--- config.mk ---
export PLATFORM = sky130hd
export DESIGN_NAME = pol_top
export DESIGN_NICKNAME = d
export VERILOG_FILES = /design/src/pol_pkg.sv /design/src/pol_top.sv /design/src/pol_merge.sv /design/src/pol_core.sv /design/src/pol_ctrl.sv
export SDC_FILE = /design/constraint.sdc
export NUM_CORES = 1
export LEC_CHECK = 0
export BUFFER_PORTS_ARGS = -buffer_cell sky130_fd_sc_hd__buf_2
export CORE_AREA = 2 2 244 246
export DETAILED_ROUTE_END_ITERATION = 12
export DIE_AREA = 0 0 246 248
export PLACE_DENSITY = 0.52
export SYNTH_ARGS = -nofsm -noshare
export SYNTH_HDL_FRONTEND = slang
export SYNTH_SLANG_ARGS = --single-unit
--- constraint.sdc ---
create_clock -name clk -period 5.8 [get_ports clk]
set_clock_uncertainty 0.15 [all_clocks]
set_input_delay 0 -clock clk [delete_from_list [all_inputs] [get_ports clk]]
set_output_delay 0 -clock clk [all_outputs]
set_load 0.005 [all_outputs]
--- src/pol_pkg.sv ---
`default_nettype none

package pol_pkg;

    // ================================================
    // Default widths
    // ================================================
    // Point index, also the activation address
    parameter int IDX_WIDTH = 10;
    // One activation lane
    parameter int ACT_WIDTH = 8;
    // Lanes per activation vector
    parameter int LANES     = 4;
    // Neighbor count
    parameter int K_WIDTH   = 5;

    // ================================================
    // Vector types
    // ================================================
    typedef logic [IDX_WIDTH-1:0]       idx_t;
    typedef logic [ACT_WIDTH-1:0]       act_t;
    // Lane 0 sits in the low bits
    typedef logic [ACT_WIDTH*LANES-1:0] vec_t;
    typedef logic [K_WIDTH-1:0]         k_t;
    // Low half is the even point, core 0
    typedef logic [2*IDX_WIDTH-1:0]     map_t;

    // ================================================
    // Controller FSM
    // ================================================
    typedef enum logic [1:0] {
        IDLE    = 2'b00,
        MAPIN   = 2'b01,
        WAITFNH = 2'b11
    } pol_state_e;

endpackage

`default_nettype wire
--- src/pol_top.sv ---
`timescale 1ns/10ps
`default_nettype none

module pol_top #(
    parameter int IDX_WIDTH = pol_pkg::IDX_WIDTH,
    parameter int ACT_WIDTH = pol_pkg::ACT_WIDTH,
    parameter int LANES     = pol_pkg::LANES,
    parameter int K_WIDTH   = pol_pkg::K_WIDTH
) (
    input  wire logic              clk,
    input  wire logic              rst_n,
    // Job configuration
    input  wire logic              cfg_vld,
    output logic                   cfg_rdy,
    input  pol_pkg::k_t            cfg_k,
    input  pol_pkg::idx_t          cfg_nip,
    // Neighbor map stream
    input  wire logic              map_vld,
    output logic                   map_rdy,
    input  pol_pkg::map_t          map,
    // Memory ports, one per core
    output logic [1:0]             addr_vld,
    input  wire logic [1:0]        addr_rdy,
    output pol_pkg::idx_t [1:0]    addr,
    input  wire logic [1:0]        ofm_vld,
    output logic [1:0]             ofm_rdy,
    input  pol_pkg::vec_t          ofm0,
    input  pol_pkg::vec_t          ofm1,
    // Pooled vectors in point order
    output logic                   out_vld,
    input  wire logic              out_rdy,
    output pol_pkg::vec_t          out
);

    logic          clr;
    logic          idx_vld;
    pol_pkg::k_t   job_k;
    logic [1:0]    idx_rdy;
    logic [1:0]    res_vld;
    logic [1:0]    res_rdy;
    pol_pkg::vec_t res0;
    pol_pkg::vec_t res1;

    // ================================================
    // Controller
    // ================================================
    pol_ctrl #(
        .IDX_WIDTH (IDX_WIDTH),
        .K_WIDTH   (K_WIDTH)
    ) u_ctrl (
        .clk     (clk),
        .rst_n   (rst_n),
        .cfg_vld (cfg_vld),
        .cfg_k   (cfg_k),
        .cfg_nip (cfg_nip),
        .map_vld (map_vld),
        .idx_rdy (idx_rdy),
        .out_vld (out_vld),
        .out_rdy (out_rdy),
        .cfg_rdy (cfg_rdy),
        .map_rdy (map_rdy),
        .idx_vld (idx_vld),
        .clr     (clr),
        .job_k   (job_k)
    );

    // ================================================
    // Pooling cores
    // ================================================
    // Even points, low half of the map word
    pol_core #(
        .IDX_WIDTH (IDX_WIDTH),
        .ACT_WIDTH (ACT_WIDTH),
        .LANES     (LANES),
        .K_WIDTH   (K_WIDTH)
    ) u_core0 (
        .clk      (clk),
        .rst_n    (rst_n),
        .clr      (clr),
        .job_k    (job_k),
        .idx_vld  (idx_vld),
        .idx      (map[IDX_WIDTH-1:0]),
        .addr_rdy (addr_rdy[0]),
        .ofm_vld  (ofm_vld[0]),
        .ofm      (ofm0),
        .res_rdy  (res_rdy[0]),
        .idx_rdy  (idx_rdy[0]),
        .addr_vld (addr_vld[0]),
        .addr     (addr[0]),
        .ofm_rdy  (ofm_rdy[0]),
        .res_vld  (res_vld[0]),
        .res      (res0)
    );

    // Odd points, high half
    pol_core #(
        .IDX_WIDTH (IDX_WIDTH),
        .ACT_WIDTH (ACT_WIDTH),
        .LANES     (LANES),
        .K_WIDTH   (K_WIDTH)
    ) u_core1 (
        .clk      (clk),
        .rst_n    (rst_n),
        .clr      (clr),
        .job_k    (job_k),
        .idx_vld  (idx_vld),
        .idx      (map[2*IDX_WIDTH-1:IDX_WIDTH]),
        .addr_rdy (addr_rdy[1]),
        .ofm_vld  (ofm_vld[1]),
        .ofm      (ofm1),
        .res_rdy  (res_rdy[1]),
        .idx_rdy  (idx_rdy[1]),
        .addr_vld (addr_vld[1]),
        .addr     (addr[1]),
        .ofm_rdy  (ofm_rdy[1]),
        .res_vld  (res_vld[1]),
        .res      (res1)
    );

    // ================================================
    // Ordered merge
    // ================================================
    pol_merge #(
        .ACT_WIDTH (ACT_WIDTH),
        .LANES     (LANES)
    ) u_merge (
        .clk     (clk),
        .rst_n   (rst_n),
        .clr     (clr),
        .res_vld (res_vld),
        .res0    (res0),
        .res1    (res1),
        .out_rdy (out_rdy),
        .res_rdy (res_rdy),
        .out_vld (out_vld),
        .out     (out)
    );

endmodule

`default_nettype wire

--- src/pol_merge.sv ---
`timescale 1ns/10ps
`default_nettype none

module pol_merge #(
    parameter int ACT_WIDTH = pol_pkg::ACT_WIDTH,
    parameter int LANES     = pol_pkg::LANES
) (
    input  wire logic        clk,
    input  wire logic        rst_n,
    input  wire logic        clr,
    input  wire logic [1:0]  res_vld,
    input  pol_pkg::vec_t    res0,
    input  pol_pkg::vec_t    res1,
    input  wire logic        out_rdy,
    output logic [1:0]       res_rdy,
    output logic             out_vld,
    output pol_pkg::vec_t    out
);

    // 0 means even point next, from core 0
    logic                       turn_q;
    logic                       out_full;
    logic [ACT_WIDTH*LANES-1:0] out_q;
    logic [ACT_WIDTH*LANES-1:0] pick;
    logic                       take;
    logic                       out_fire;

    // ================================================
    // Ordered pick
    // ================================================
    // Only the core whose turn it is may hand over
    assign res_rdy[0] = !out_full && !turn_q;
    assign res_rdy[1] = !out_full && turn_q;
    assign take       = |(res_vld & res_rdy);
    assign pick       = turn_q ? res1 : res0;

    assign out_vld    = out_full;
    assign out        = out_q;
    assign out_fire   = out_vld && out_rdy;

    // ================================================
    // Output register
    // ================================================
    always_ff @(posedge clk) begin
        if (take) out_q <= pick;
    end

    always_ff @(posedge clk or negedge rst_n) begin
        if (!rst_n) begin
            turn_q   <= 1'b0;
            out_full <= 1'b0;
        end else if (clr) begin
            turn_q   <= 1'b0;
            out_full <= 1'b0;
        end else if (take) begin
            out_full <= 1'b1;
        end else if (out_fire) begin
            // Swap cores after each point leaves
            out_full <= 1'b0;
            turn_q   <= ~turn_q;
        end
    end

endmodule

`default_nettype wire

--- src/pol_core.sv ---
`timescale 1ns/10ps
`default_nettype none

module pol_core #(
    parameter int IDX_WIDTH = pol_pkg::IDX_WIDTH,
    parameter int ACT_WIDTH = pol_pkg::ACT_WIDTH,
    parameter int LANES     = pol_pkg::LANES,
    parameter int K_WIDTH   = pol_pkg::K_WIDTH
) (
    input  wire logic      clk,
    input  wire logic      rst_n,
    input  wire logic      clr,
    input  pol_pkg::k_t    job_k,
    input  wire logic      idx_vld,
    input  pol_pkg::idx_t  idx,
    input  wire logic      addr_rdy,
    input  wire logic      ofm_vld,
    input  pol_pkg::vec_t  ofm,
    input  wire logic      res_rdy,
    output logic           idx_rdy,
    output logic           addr_vld,
    output pol_pkg::idx_t  addr,
    output logic           ofm_rdy,
    output logic           res_vld,
    output pol_pkg::vec_t  res
);

    // Index buffer, two entries
    logic [IDX_WIDTH-1:0]       buf_mem [2];
    logic                       wr_ptr;
    logic                       rd_ptr;
    logic [1:0]                 buf_cnt;
    // Reads in flight
    logic [1:0]                 pend_cnt;
    // Running maximum state
    logic [ACT_WIDTH*LANES-1:0] max_q;
    logic [ACT_WIDTH*LANES-1:0] fold;
    logic [K_WIDTH-1:0]         nb_cnt;
    logic [K_WIDTH-1:0]         k_last;
    // Finished vector
    logic [ACT_WIDTH*LANES-1:0] res_q;
    logic                       res_full;
    logic                       idx_fire;
    logic                       addr_fire;
    logic                       ofm_fire;
    logic                       res_fire;

    // ================================================
    // Handshakes
    // ================================================
    assign idx_rdy   = (buf_cnt != 2'd2);
    assign addr_vld  = (buf_cnt != 2'd0) && (pend_cnt != 2'd2);
    assign addr      = buf_mem[rd_ptr];
    // No response taken while a result waits
    assign ofm_rdy   = (pend_cnt != 2'd0) && !res_full;
    assign res_vld   = res_full;
    assign res       = res_q;

    assign idx_fire  = idx_vld && idx_rdy;
    assign addr_fire = addr_vld && addr_rdy;
    assign ofm_fire  = ofm_vld && ofm_rdy;
    assign res_fire  = res_vld && res_rdy;

    // ================================================
    // Index buffer and read issue
    // ================================================
    always_ff @(posedge clk) begin
        if (idx_fire) buf_mem[wr_ptr] <= idx;
    end

    always_ff @(posedge clk or negedge rst_n) begin
        if (!rst_n) begin
            wr_ptr   <= 1'b0;
            rd_ptr   <= 1'b0;
            buf_cnt  <= 2'd0;
            pend_cnt <= 2'd0;
        end else if (clr) begin
            wr_ptr   <= 1'b0;
            rd_ptr   <= 1'b0;
            buf_cnt  <= 2'd0;
            pend_cnt <= 2'd0;
        end else begin
            if (idx_fire) wr_ptr <= ~wr_ptr;
            // Entry freed once its address is taken
            if (addr_fire) rd_ptr <= ~rd_ptr;
            buf_cnt  <= buf_cnt + {1'b0, idx_fire} - {1'b0, addr_fire};
            pend_cnt <= pend_cnt + {1'b0, addr_fire} - {1'b0, ofm_fire};
        end
    end

    // ================================================
    // Lane-wise unsigned maximum
    // ================================================
    always_comb begin
        pol_pkg::act_t lane_in;
        pol_pkg::act_t lane_acc;
        fold = '0;
        for (int l = 0; l < LANES; l++) begin
            lane_in  = ofm[l*ACT_WIDTH +: ACT_WIDTH];
            lane_acc = max_q[l*ACT_WIDTH +: ACT_WIDTH];
            // First neighbor loads straight in
            if ((nb_cnt == '0) || (lane_in > lane_acc)) begin
                fold[l*ACT_WIDTH +: ACT_WIDTH] = lane_in;
            end else begin
                fold[l*ACT_WIDTH +: ACT_WIDTH] = lane_acc;
            end
        end
    end

    assign k_last = job_k - 1'b1;

    always_ff @(posedge clk) begin
        if (ofm_fire) begin
            max_q <= fold;
            if (nb_cnt == k_last) res_q <= fold;
        end
    end

    // Neighbor count and result flag
    always_ff @(posedge clk or negedge rst_n) begin
        if (!rst_n) begin
            nb_cnt   <= '0;
            res_full <= 1'b0;
        end else if (clr) begin
            nb_cnt   <= '0;
            res_full <= 1'b0;
        end else begin
            if (ofm_fire) begin
                if (nb_cnt == k_last) begin
                    nb_cnt   <= '0;
                    res_full <= 1'b1;
                end else begin
                    nb_cnt <= nb_cnt + 1'b1;
                end
            end else if (res_fire) begin
                res_full <= 1'b0;
            end
        end
    end

endmodule

`default_nettype wire

--- src/pol_ctrl.sv ---
`timescale 1ns/10ps
`default_nettype none

module pol_ctrl #(
    parameter int IDX_WIDTH = pol_pkg::IDX_WIDTH,
    parameter int K_WIDTH   = pol_pkg::K_WIDTH
) (
    input  wire logic          clk,
    input  wire logic          rst_n,
    input  wire logic          cfg_vld,
    input  pol_pkg::k_t        cfg_k,
    input  pol_pkg::idx_t      cfg_nip,
    input  wire logic          map_vld,
    input  wire logic [1:0]    idx_rdy,
    input  wire logic          out_vld,
    input  wire logic          out_rdy,
    output logic               cfg_rdy,
    output logic               map_rdy,
    output logic               idx_vld,
    output logic               clr,
    output pol_pkg::k_t        job_k
);

    // Beat count needs room for K times Nip/2
    localparam int BEAT_W = IDX_WIDTH + K_WIDTH;

    pol_pkg::pol_state_e   state_q;
    pol_pkg::pol_state_e   state_d;
    logic [K_WIDTH-1:0]    k_q;
    logic [IDX_WIDTH-1:0]  nip_q;
    logic [BEAT_W-1:0]     beat_cnt;
    logic [BEAT_W-1:0]     beat_total;
    logic [IDX_WIDTH-1:0]  out_cnt;
    logic                  cfg_fire;
    logic                  map_fire;
    logic                  out_fire;
    logic                  map_last;
    logic                  out_last;

    // ================================================
    // Handshakes seen by the outside
    // ================================================
    assign cfg_rdy  = (state_q == pol_pkg::IDLE);
    assign clr      = (state_q == pol_pkg::IDLE);
    // Map word goes to both cores at once, only when both can take it
    assign idx_vld  = map_vld && map_rdy;
    assign map_rdy  = (state_q == pol_pkg::MAPIN) && (&idx_rdy);
    assign job_k    = k_q;

    assign cfg_fire = cfg_vld && cfg_rdy;
    assign map_fire = map_vld && map_rdy;
    assign out_fire = out_vld && out_rdy;

    // Two points per map word
    assign beat_total = BEAT_W'(k_q) * BEAT_W'(nip_q >> 1);
    assign map_last   = map_fire && (beat_cnt == beat_total - 1'b1);
    assign out_last   = out_fire && (out_cnt == nip_q - 1'b1);

    // ================================================
    // Job FSM
    // ================================================
    always_comb begin
        state_d = state_q;
        case (state_q)
            pol_pkg::IDLE:    if (cfg_fire) state_d = pol_pkg::MAPIN;
            pol_pkg::MAPIN:   if (map_last) state_d = pol_pkg::WAITFNH;
            pol_pkg::WAITFNH: if (out_last) state_d = pol_pkg::IDLE;
            default:          state_d = pol_pkg::IDLE;
        endcase
    end

    always_ff @(posedge clk or negedge rst_n) begin
        if (!rst_n) begin
            state_q <= pol_pkg::IDLE;
        end else begin
            state_q <= state_d;
        end
    end

    // Job config captured on accept
    always_ff @(posedge clk or negedge rst_n) begin
        if (!rst_n) begin
            k_q   <= '0;
            nip_q <= '0;
        end else if (cfg_fire) begin
            k_q   <= cfg_k;
            nip_q <= cfg_nip;
        end
    end

    // ================================================
    // Beat and output counters
    // ================================================
    always_ff @(posedge clk or negedge rst_n) begin
        if (!rst_n) begin
            beat_cnt <= '0;
            out_cnt  <= '0;
        end else if (clr) begin
            beat_cnt <= '0;
            out_cnt  <= '0;
        end else begin
            if (map_fire) beat_cnt <= beat_cnt + 1'b1;
            // Outputs may start before the last map word
            if (out_fire) out_cnt <= out_cnt + 1'b1;
        end
    end

endmodule

`default_nettype wire

==> run summary, run 1 <==
The flow ran to the end, and the final reports show no timing, DRC or antenna violations. In this run the power density over the cells is 547 mW/mm^2. In this run, the number of DRC markers left after iteration 0 of detailed routing was 466. The logs give 1686 for the layout net count and 5885 for the number of fillers in the final layout. Entering global routing, the biggest net connects 69 pins.

In the final timing run, aggregate negative setup slack is 0 ps. The run gives 830 ps as the minimum setup slack among reg-to-reg paths. Across the run, the number of max-cap violations was 0.

The initial antenna violation count is 2, and the proportion of synthesized chip area in sequential cells is 53.3%. The tools report the kind of start point of the critical path as a flop. The run gives 0 as the total count of max-transition violations in the final report. The run gives 0.0145 sq mm as the total standard cell area after synthesis.

The area growth from synthesis to layout is 26.9%. The worst-case IR drop observed on VDD is 302 uV. Of all cell types, the one taking the most synthesized area is edfxtp_1.

For this run the aggregate overflow at the end of global routing stands at 0. TritonCTS built the clock tree. Detail-routed via count per cell: 4.25. The floorplan die width works out to 246 um. The critical path is of the flop to flop type. The cell count after placement is 2085, and the synthesized instance count is 1170.

The tools report the number of H-tree branching levels as 2. Clock tree synthesis found a total of 268 sinks. Of the available clock period, the critical path in the final layout requires 85.6%. At the end of routability-driven placement, the weighted congestion stood at 0.792. For the worst-skew pair, the clock arrives at the later sink with an insertion delay of 540 ps. The detail route stage leaves a number of antenna-violating nets equal to 0. The clock tree buffer depth came out at 3.

The synthesized design contains 268 register bits. The count of cells in the finished layout, fillers not included, comes to 2252. For the pin with the worst max-slew slack, the measured transition is 1120 ps. STA puts the critical path data required time at 6100 ps. The logs give 9562 for the number of vias after detailed routing and 24100 um for the estimated wirelength of the detail-placed design. The clock root buffer is clkbuf_16. The logs give 33900 um for the wire length reported by the detailed router and 201 MHz for the maximum operating frequency. The total area inside the core boundary comes to 0.0585 sq mm.

The via count of the first global-routing pass was 9985. Averaged over all synthesized cells, the footprint is 12.4 sq um. The number of nets handed over by synthesis was 1402. The floorplan step set the die height to 248 um. After detailed routing, the average wire length per cell comes to 15.1 um.

The number of inserted diodes was 0; the number of input and output port buffers inserted was 166. The global-route usage over all layers was 11.2%; the number of setup violations in the final report was 0. The die covers 0.0610 sq mm. The class of the tightest hold or removal check was input port to flop. The run gives 5260 ps as the arrival time reported for the critical path endpoint. Ranked by total cell area, the synthesized netlist is headed by edfxtp_1, dfrtp_1, mux2_2. The tools report the final hold violation count as 0. In this run the static leakage power is 0.00758 uW.

In this run the worst path has a maximum fanout of 11. In the routed design, unresolved DRC markers number 0. The worst setup path is captured at a flop.

The time the worst path needs with I/O delays and setup is 4970 ps, and the number of enable flip-flop cells after synthesis is 200. TritonCTS created 34 clock buffers. The floorplan has 89 rows. During synthesis, Yosys emitted a total of 0 warnings. The first global-routing pass estimated 53800 um of wire. For this run, the detailed router's first-pass iteration total came to 5. The number of primary I/O pins is 167, and the share of post-route cells with drive strength above 1 is 24.1%. Of all flip-flops after synthesis, the portion carrying an async set or reset was 25.4%. In this run the tightest slew margin relative to its limit is 25.2%.

The post-CTS clock slew at the launch and capture registers of the worst setup and hold paths came out at 60 ps. For the count of cells resized by post-cts repair, the log shows 0. Setup repair after global routing left no endpoint under its margin.

Synthesis instantiated 68 different standard cells from the library. The initial utilization of the core area, before any placement, comes to 24.8%. In the synthesized netlist the dominant register cell turns out to be edfxtp_1.

After synthesis, the largest area contributor takes up 41.5% of total cell area.
per-layer routing:
metal  track usage (%)  vias to the layer above  share of wire (%)
met5                 0                        -              0.038
met4              2.94                        2                2.0
met3              2.24                       50                4.4
met2              18.8                      184                 47
met1              14.7                     4604                 46
li1                  -                     4722                  -
state kept, by name, indices dropped and copies added (netlist names), 10 cells and up:
register and flops:
u_core1.res 32, u_ctrl.out_cnt 10, u_merge.out 32, u_core1.max_q 32, u_ctrl.nip_q 10, u_ctrl.beat_cnt 15, u_core0.res 32, u_core0.max_q 32
u_core0.buf_mem 20, u_core1.buf_mem 20
critical path, stage by stage (launching register included):
cell       delay (ps)
dfrtp_1           540
nand2_1           130
fa_1              540
inv_1              50
fa_1              500
fa_1              490
ha_1              380
a2111oi_0         410
o21ai_1           240
a221oi_2          440
nand2_1           160
nor4b_2           340
xnor2_1           180
xnor2_1           100
o31ai_2           210
synth_stat cells, types with 5 or more instances:
cell,number
a21o_1,13
a21oi_1,42
and2_1,28
and3_1,10
buf_1,5
clkbuf_1,20
dfrtp_1,68
edfxtp_1,200
fa_1,21
ha_1,103
inv_1,109
mux2_2,119
nand2_1,77
nand2b_1,11
nand3_1,29
nand4_1,14
nor2_1,66
nor2b_1,8
nor3_1,9
o21a_1,9
o21ai_0,47
or3_1,7
xnor2_1,54
xor2_1,32
worst paths after layout:
path | start | to | cells after the start
max | u_ctrl.job_k[4]$_DFFE_PN0P_ | u_ctrl.state_q[1]$_DFFE_PN0P_ | 14
min | ofm_vld[1] | u_core1.res[16]$_DFFE_PP_ | 3
max reg2reg | u_ctrl.job_k[4]$_DFFE_PN0P_ | u_ctrl.state_q[1]$_DFFE_PN0P_ | 14
min reg2reg | u_core1.res[12]$_DFFE_PP_ | u_merge.out[12]$_DFFE_PP_ | 1
max in group asynchronous | rst_n | u_merge.turn_q$_DFFE_PN0P_ | 3
min in group asynchronous | rst_n | u_ctrl.beat_cnt[14]$_DFFE_PN0P_ | 3
placed cells by master (no fill, tap or decap), drive strengths merged, types with 3 or more instances in the layout:
cell type	instances
edfxtp	200
buf	173
mux2	119
inv	111
dlygate4sd3	106
ha	103
nand2	77
dfrtp	68
nor2	66
xnor2	55
o21ai	49
a21oi	42
clkbuf	41
xor2	32
nand3	29
and2	28
fa	21
nand4	15
clkinv	15
a21o	13
nand2b	11
and3	11
o21a	9
nor3	9
nor2b	8
or3	7
nor4b	5
mux2i	4
nand3b	4
o31ai	4
nor4	4
a211o	3
and2b	3
bufinv	3
a211oi	3
where the power goes:
group	internal (uW)	leakage [uW]	switching [uW]
clock	1220	0.000521	842
combinational	2120	0.00434	2550
sequential	2890	0.00271	422
total	6230	0.00758	3810
what timing repair did:
action                    CTS  global route
buffers inserted            0             0
hold buffers              106             0
hold endpoints to repair  308             0
per-stage QoR:
stage	total power (uW)	hold WS [ps]	setup WS (ps)	instance area [sq um]	util [%]
global placement	7930	39.8	945	16200	27.7
global route	11000	23.1	375	18400	31.4
floorplan	6830	-446	1160	14500	-
finish	10000	19.2	835	18400	31.4
detailed placement	8030	42.1	868	16200	27.7
CTS	10200	2.85	830	18400	31.4
area by class of cell:
| cell class | count | area, sq um | area share [%] |
|---|---|---|---|
| flip-flops and latches | 268 | 7710 | 42.0 |
| repair buffers | 279 | 1940 | 10.6 |
| clock buffers | 41 | 877 | 4.77 |
| inverters | 110 | 413 | 2.25 |
| well taps | 773 | 967 | 5.26 |
| clock inverters | 20 | 215 | 1.17 |
| multi-input cells | 761 | 6250 | 34.0 |
cell families (layout without fill, tap and decap cells):
family / after synthesis / in the layout / synth area share, %
and+or+nand+nor: 287 / 287 / 10.1
DFF: 268 / 268 / 53.3
buffers and inverters: 141 / 450 / 3.82
AOI/OAI and AO/OA: 140 / 140 / 6.15
adders and majority gates: 124 / 124 / 11.8
muxes: 123 / 123 / 9.53
xor gates and xnor gates: 87 / 87 / 5.32
Power figures use the tool's default switching activity.
==> run 2, diff against run 1 <==
==> constraint.sdc (replaced) <==
create_clock -name clk -period 5.53 [get_ports clk]
set_clock_uncertainty 0.15 [all_clocks]
set_input_delay 0 -clock clk [delete_from_list [all_inputs] [get_ports clk]]
set_output_delay 0 -clock clk [all_outputs]
set_load 0.005 [all_outputs]
==> run 2 against run 1 <==
Net effect: critical path depth rose by 1; flip-flop and latch count stayed put; critical path type unchanged; first-iteration DRC count decreased by 5.2%; design area unchanged; global-route usage hardly changed; cell count increased by 0.13%; largest cell class unchanged; clock power rose by 3%.
==> run summary, run 2 (synthesis gave the netlist of run 1 again) <==
Data on the critical path is required at its endpoint by 5820 ps. The full die area was 0.0610 sq mm; the number of primary I/O pins was 167. No sink is reached through more buffers than the 3 on the longest clock path. The time the worst path needs with I/O delays and setup works out to 5000 ps. The logs give 1687 for the layout net count and 0.792 for the routability-driven placement congestion ratio. Entering global routing, the biggest net connects 69 pins. The number of buffers inserted to repair setup after CTS was 0; the core box area was 0.0585 sq mm. The slew of the pin with the lowest slew margin was 1140 ps. The run gives 0 as the final global-route overflow total. Buffers inserted during clock tree synthesis total 34.

The highest fanout seen on the critical path is 11, and the number of antenna-violating nets in the routed design is 0. The number of input and output port buffers inserted came out at 166. Cells fill 31.4% of the core in the end. The run gives 268 as the TritonCTS sink count. Power spread over the standard cell area amounts to 572 mW/mm^2.

The min-delay analysis places its worst path in the category input port to asynchronous set/reset pin. After detailed routing, the number of remaining DRC violations is 0. Based on the critical path, the design can be clocked at up to 200 MHz. At the later pin of the worst-skew pair, clock insertion delay measures 540 ps. Once placement finished, the instance area stood at 0.0162 sq mm.

The number of vias after detailed routing is 9573. STA puts the critical path data arrival time at 5290 ps. The capture point of the worst reg-to-reg path was u_ctrl.state_q[1]$_DFFE_PN0P_. The area overhead of the layout relative to synthesis was 26.9%; the die height was 248 um. Most common library cell in the layout ignoring fill and taps: edfxtp_1. After detailed routing, the number of vias per cell comes to 4.25. The run finished with clean final reports. After routing the design area is 0.0184 sq mm. The worst pin sits at a relative slew slack of 23.6%. The logs give 442 for the first-iteration detailed-routing DRC count and 530 ps for the minimum setup slack among reg-to-reg paths. CTS built an H-tree with a depth of 2. The run gives 379 uV as the largest voltage drop on the vdd net. In the final layout, the share of cells above drive strength 1 is 24.4%. The wire length reported by the detailed router was 33500 um; the final hold violation count was 0. The share of the clock period used by the worst path was 90.5%; the summed negative setup slack over all endpoints was 0 ps. Across every metal layer, demand over resource in global routing totals 11.2%. The worst setup path is captured at a flop. Once the floorplan was initialized, standard cells occupied 24.8% of the core. The worst register-to-register path has a depth of 15. Leaving out fill and tap cells, the most frequent cells in the layout are edfxtp_1, buf_2, mux2_2. The tools report the leakage component of the power as 0.00757 uW. The tools report the via count of the first global-routing pass as 10000.

TritonCTS built the clock tree. The HPWL after detailed placement is 24100 um. The post-CTS clock slew at the launch and capture registers of the worst setup and hold paths works out to 60 ps. The count of hold buffers inserted by post-cts repair was 107; the initial antenna violation count was 1. Startpoint of the lowest-slack register-to-register path: u_ctrl.nip_q[2]$_DFFE_PN0P_. The run gives 89 as the row count. After detailed routing, the average wire length per cell comes to 14.9 um. Measured along the x axis, the die boundary spans 246 um. Setup repair after global routing left no endpoint under its margin. The worst setup path is launched from a flop.

The count of cells resized by post-cts repair is 0. Class of the most critical setup path: flop to flop. The wire length of the first global-routing pass is 53800 um, and the number of iterations in the first detailed-routing pass is 5. The logs give 0 for the total count of max-transition violations in the final report and 0 for the number of setup violations in the final report. The number of violations of the max-capacitance limit was 0. The tools report the clock root buffer as clkbuf_16.
run 2: where the power goes:
part / internal (uW) / leakage (uW) / switching (uW)
logic: 2230 / 0.00434 / 2670
registers: 3030 / 0.00271 / 443
clock network: 1240 / 0.000511 / 893
total: 6490 / 0.00757 / 4010
run 2: worst max path at each step:
stage,startpoint,endpoint,slack [ps],cells past startpoint
after CTS,u_ctrl.nip_q[2]$_DFFE_PN0P_,u_ctrl.state_q[1]$_DFFE_PN0P_,550,15
final,u_ctrl.nip_q[2]$_DFFE_PN0P_,u_ctrl.state_q[1]$_DFFE_PN0P_,530,15
after global placement,u_ctrl.job_k[4]$_DFFE_PN0P_,u_ctrl.state_q[1]$_DFFE_PN0P_,680,14
after floorplan,u_ctrl.nip_q[2]$_DFFE_PN0P_,u_ctrl.state_q[1]$_DFFE_PN0P_,890,17
after detailed placement,u_ctrl.nip_q[2]$_DFFE_PN0P_,u_ctrl.state_q[1]$_DFFE_PN0P_,580,15
after global routing,u_ctrl.job_k[3]$_DFFE_PN0P_,u_ctrl.state_q[1]$_DFFE_PN0P_,2,14
run 2: critical path, cell delays in order (launching register included):
cell and delay (ps):
dfrtp_1 560, nand2_1 140, fa_1 530, fa_1 570
inv_1 60, fa_1 470, ha_1 370, o21ai_2 100
o211a_1 220, nor4_2 430, and4_1 440, nand4_4 160
nor2_1 170, nand4b_1 110, and4_4 200, o31ai_2 210
run 2: stage by stage:
step	total power (uW)	instances	hold slack, ps	setup WS (ps)
after floorplan	7160	1170	-446	886
final	10500	2255	50.9	528
after detailed placement	8410	2085	42.5	581
after global placement	8310	2085	39.7	677
after global routing	11500	2254	24.4	1.92
after CTS	10700	2254	5.93	553
run 2: metal layers:
metal | vias up | part of all wire, % | wire length [um] | track usage (%)
li1 | 4724 | - | - | -
met1 | 4611 | 47 | 15600 | 14.8
met2 | 195 | 47 | 15800 | 18.8
met3 | 43 | 4.5 | 1500 | 2.12
met4 | 0 | 1.9 | 635 | 2.91
met5 | - | 0 | 0 | 0
run 2: final cells by class:
cell class	instances	area (sq um)
Antenna cell	1	2.50
Clock buffer	38	866
Clock inverter	24	214
Fill cell	5881	40100
Inverter	110	413
Multi-Input combinational cell	761	6250
Sequential cell	268	7710
Tap cell	773	967
Timing Repair Buffer	280	1950
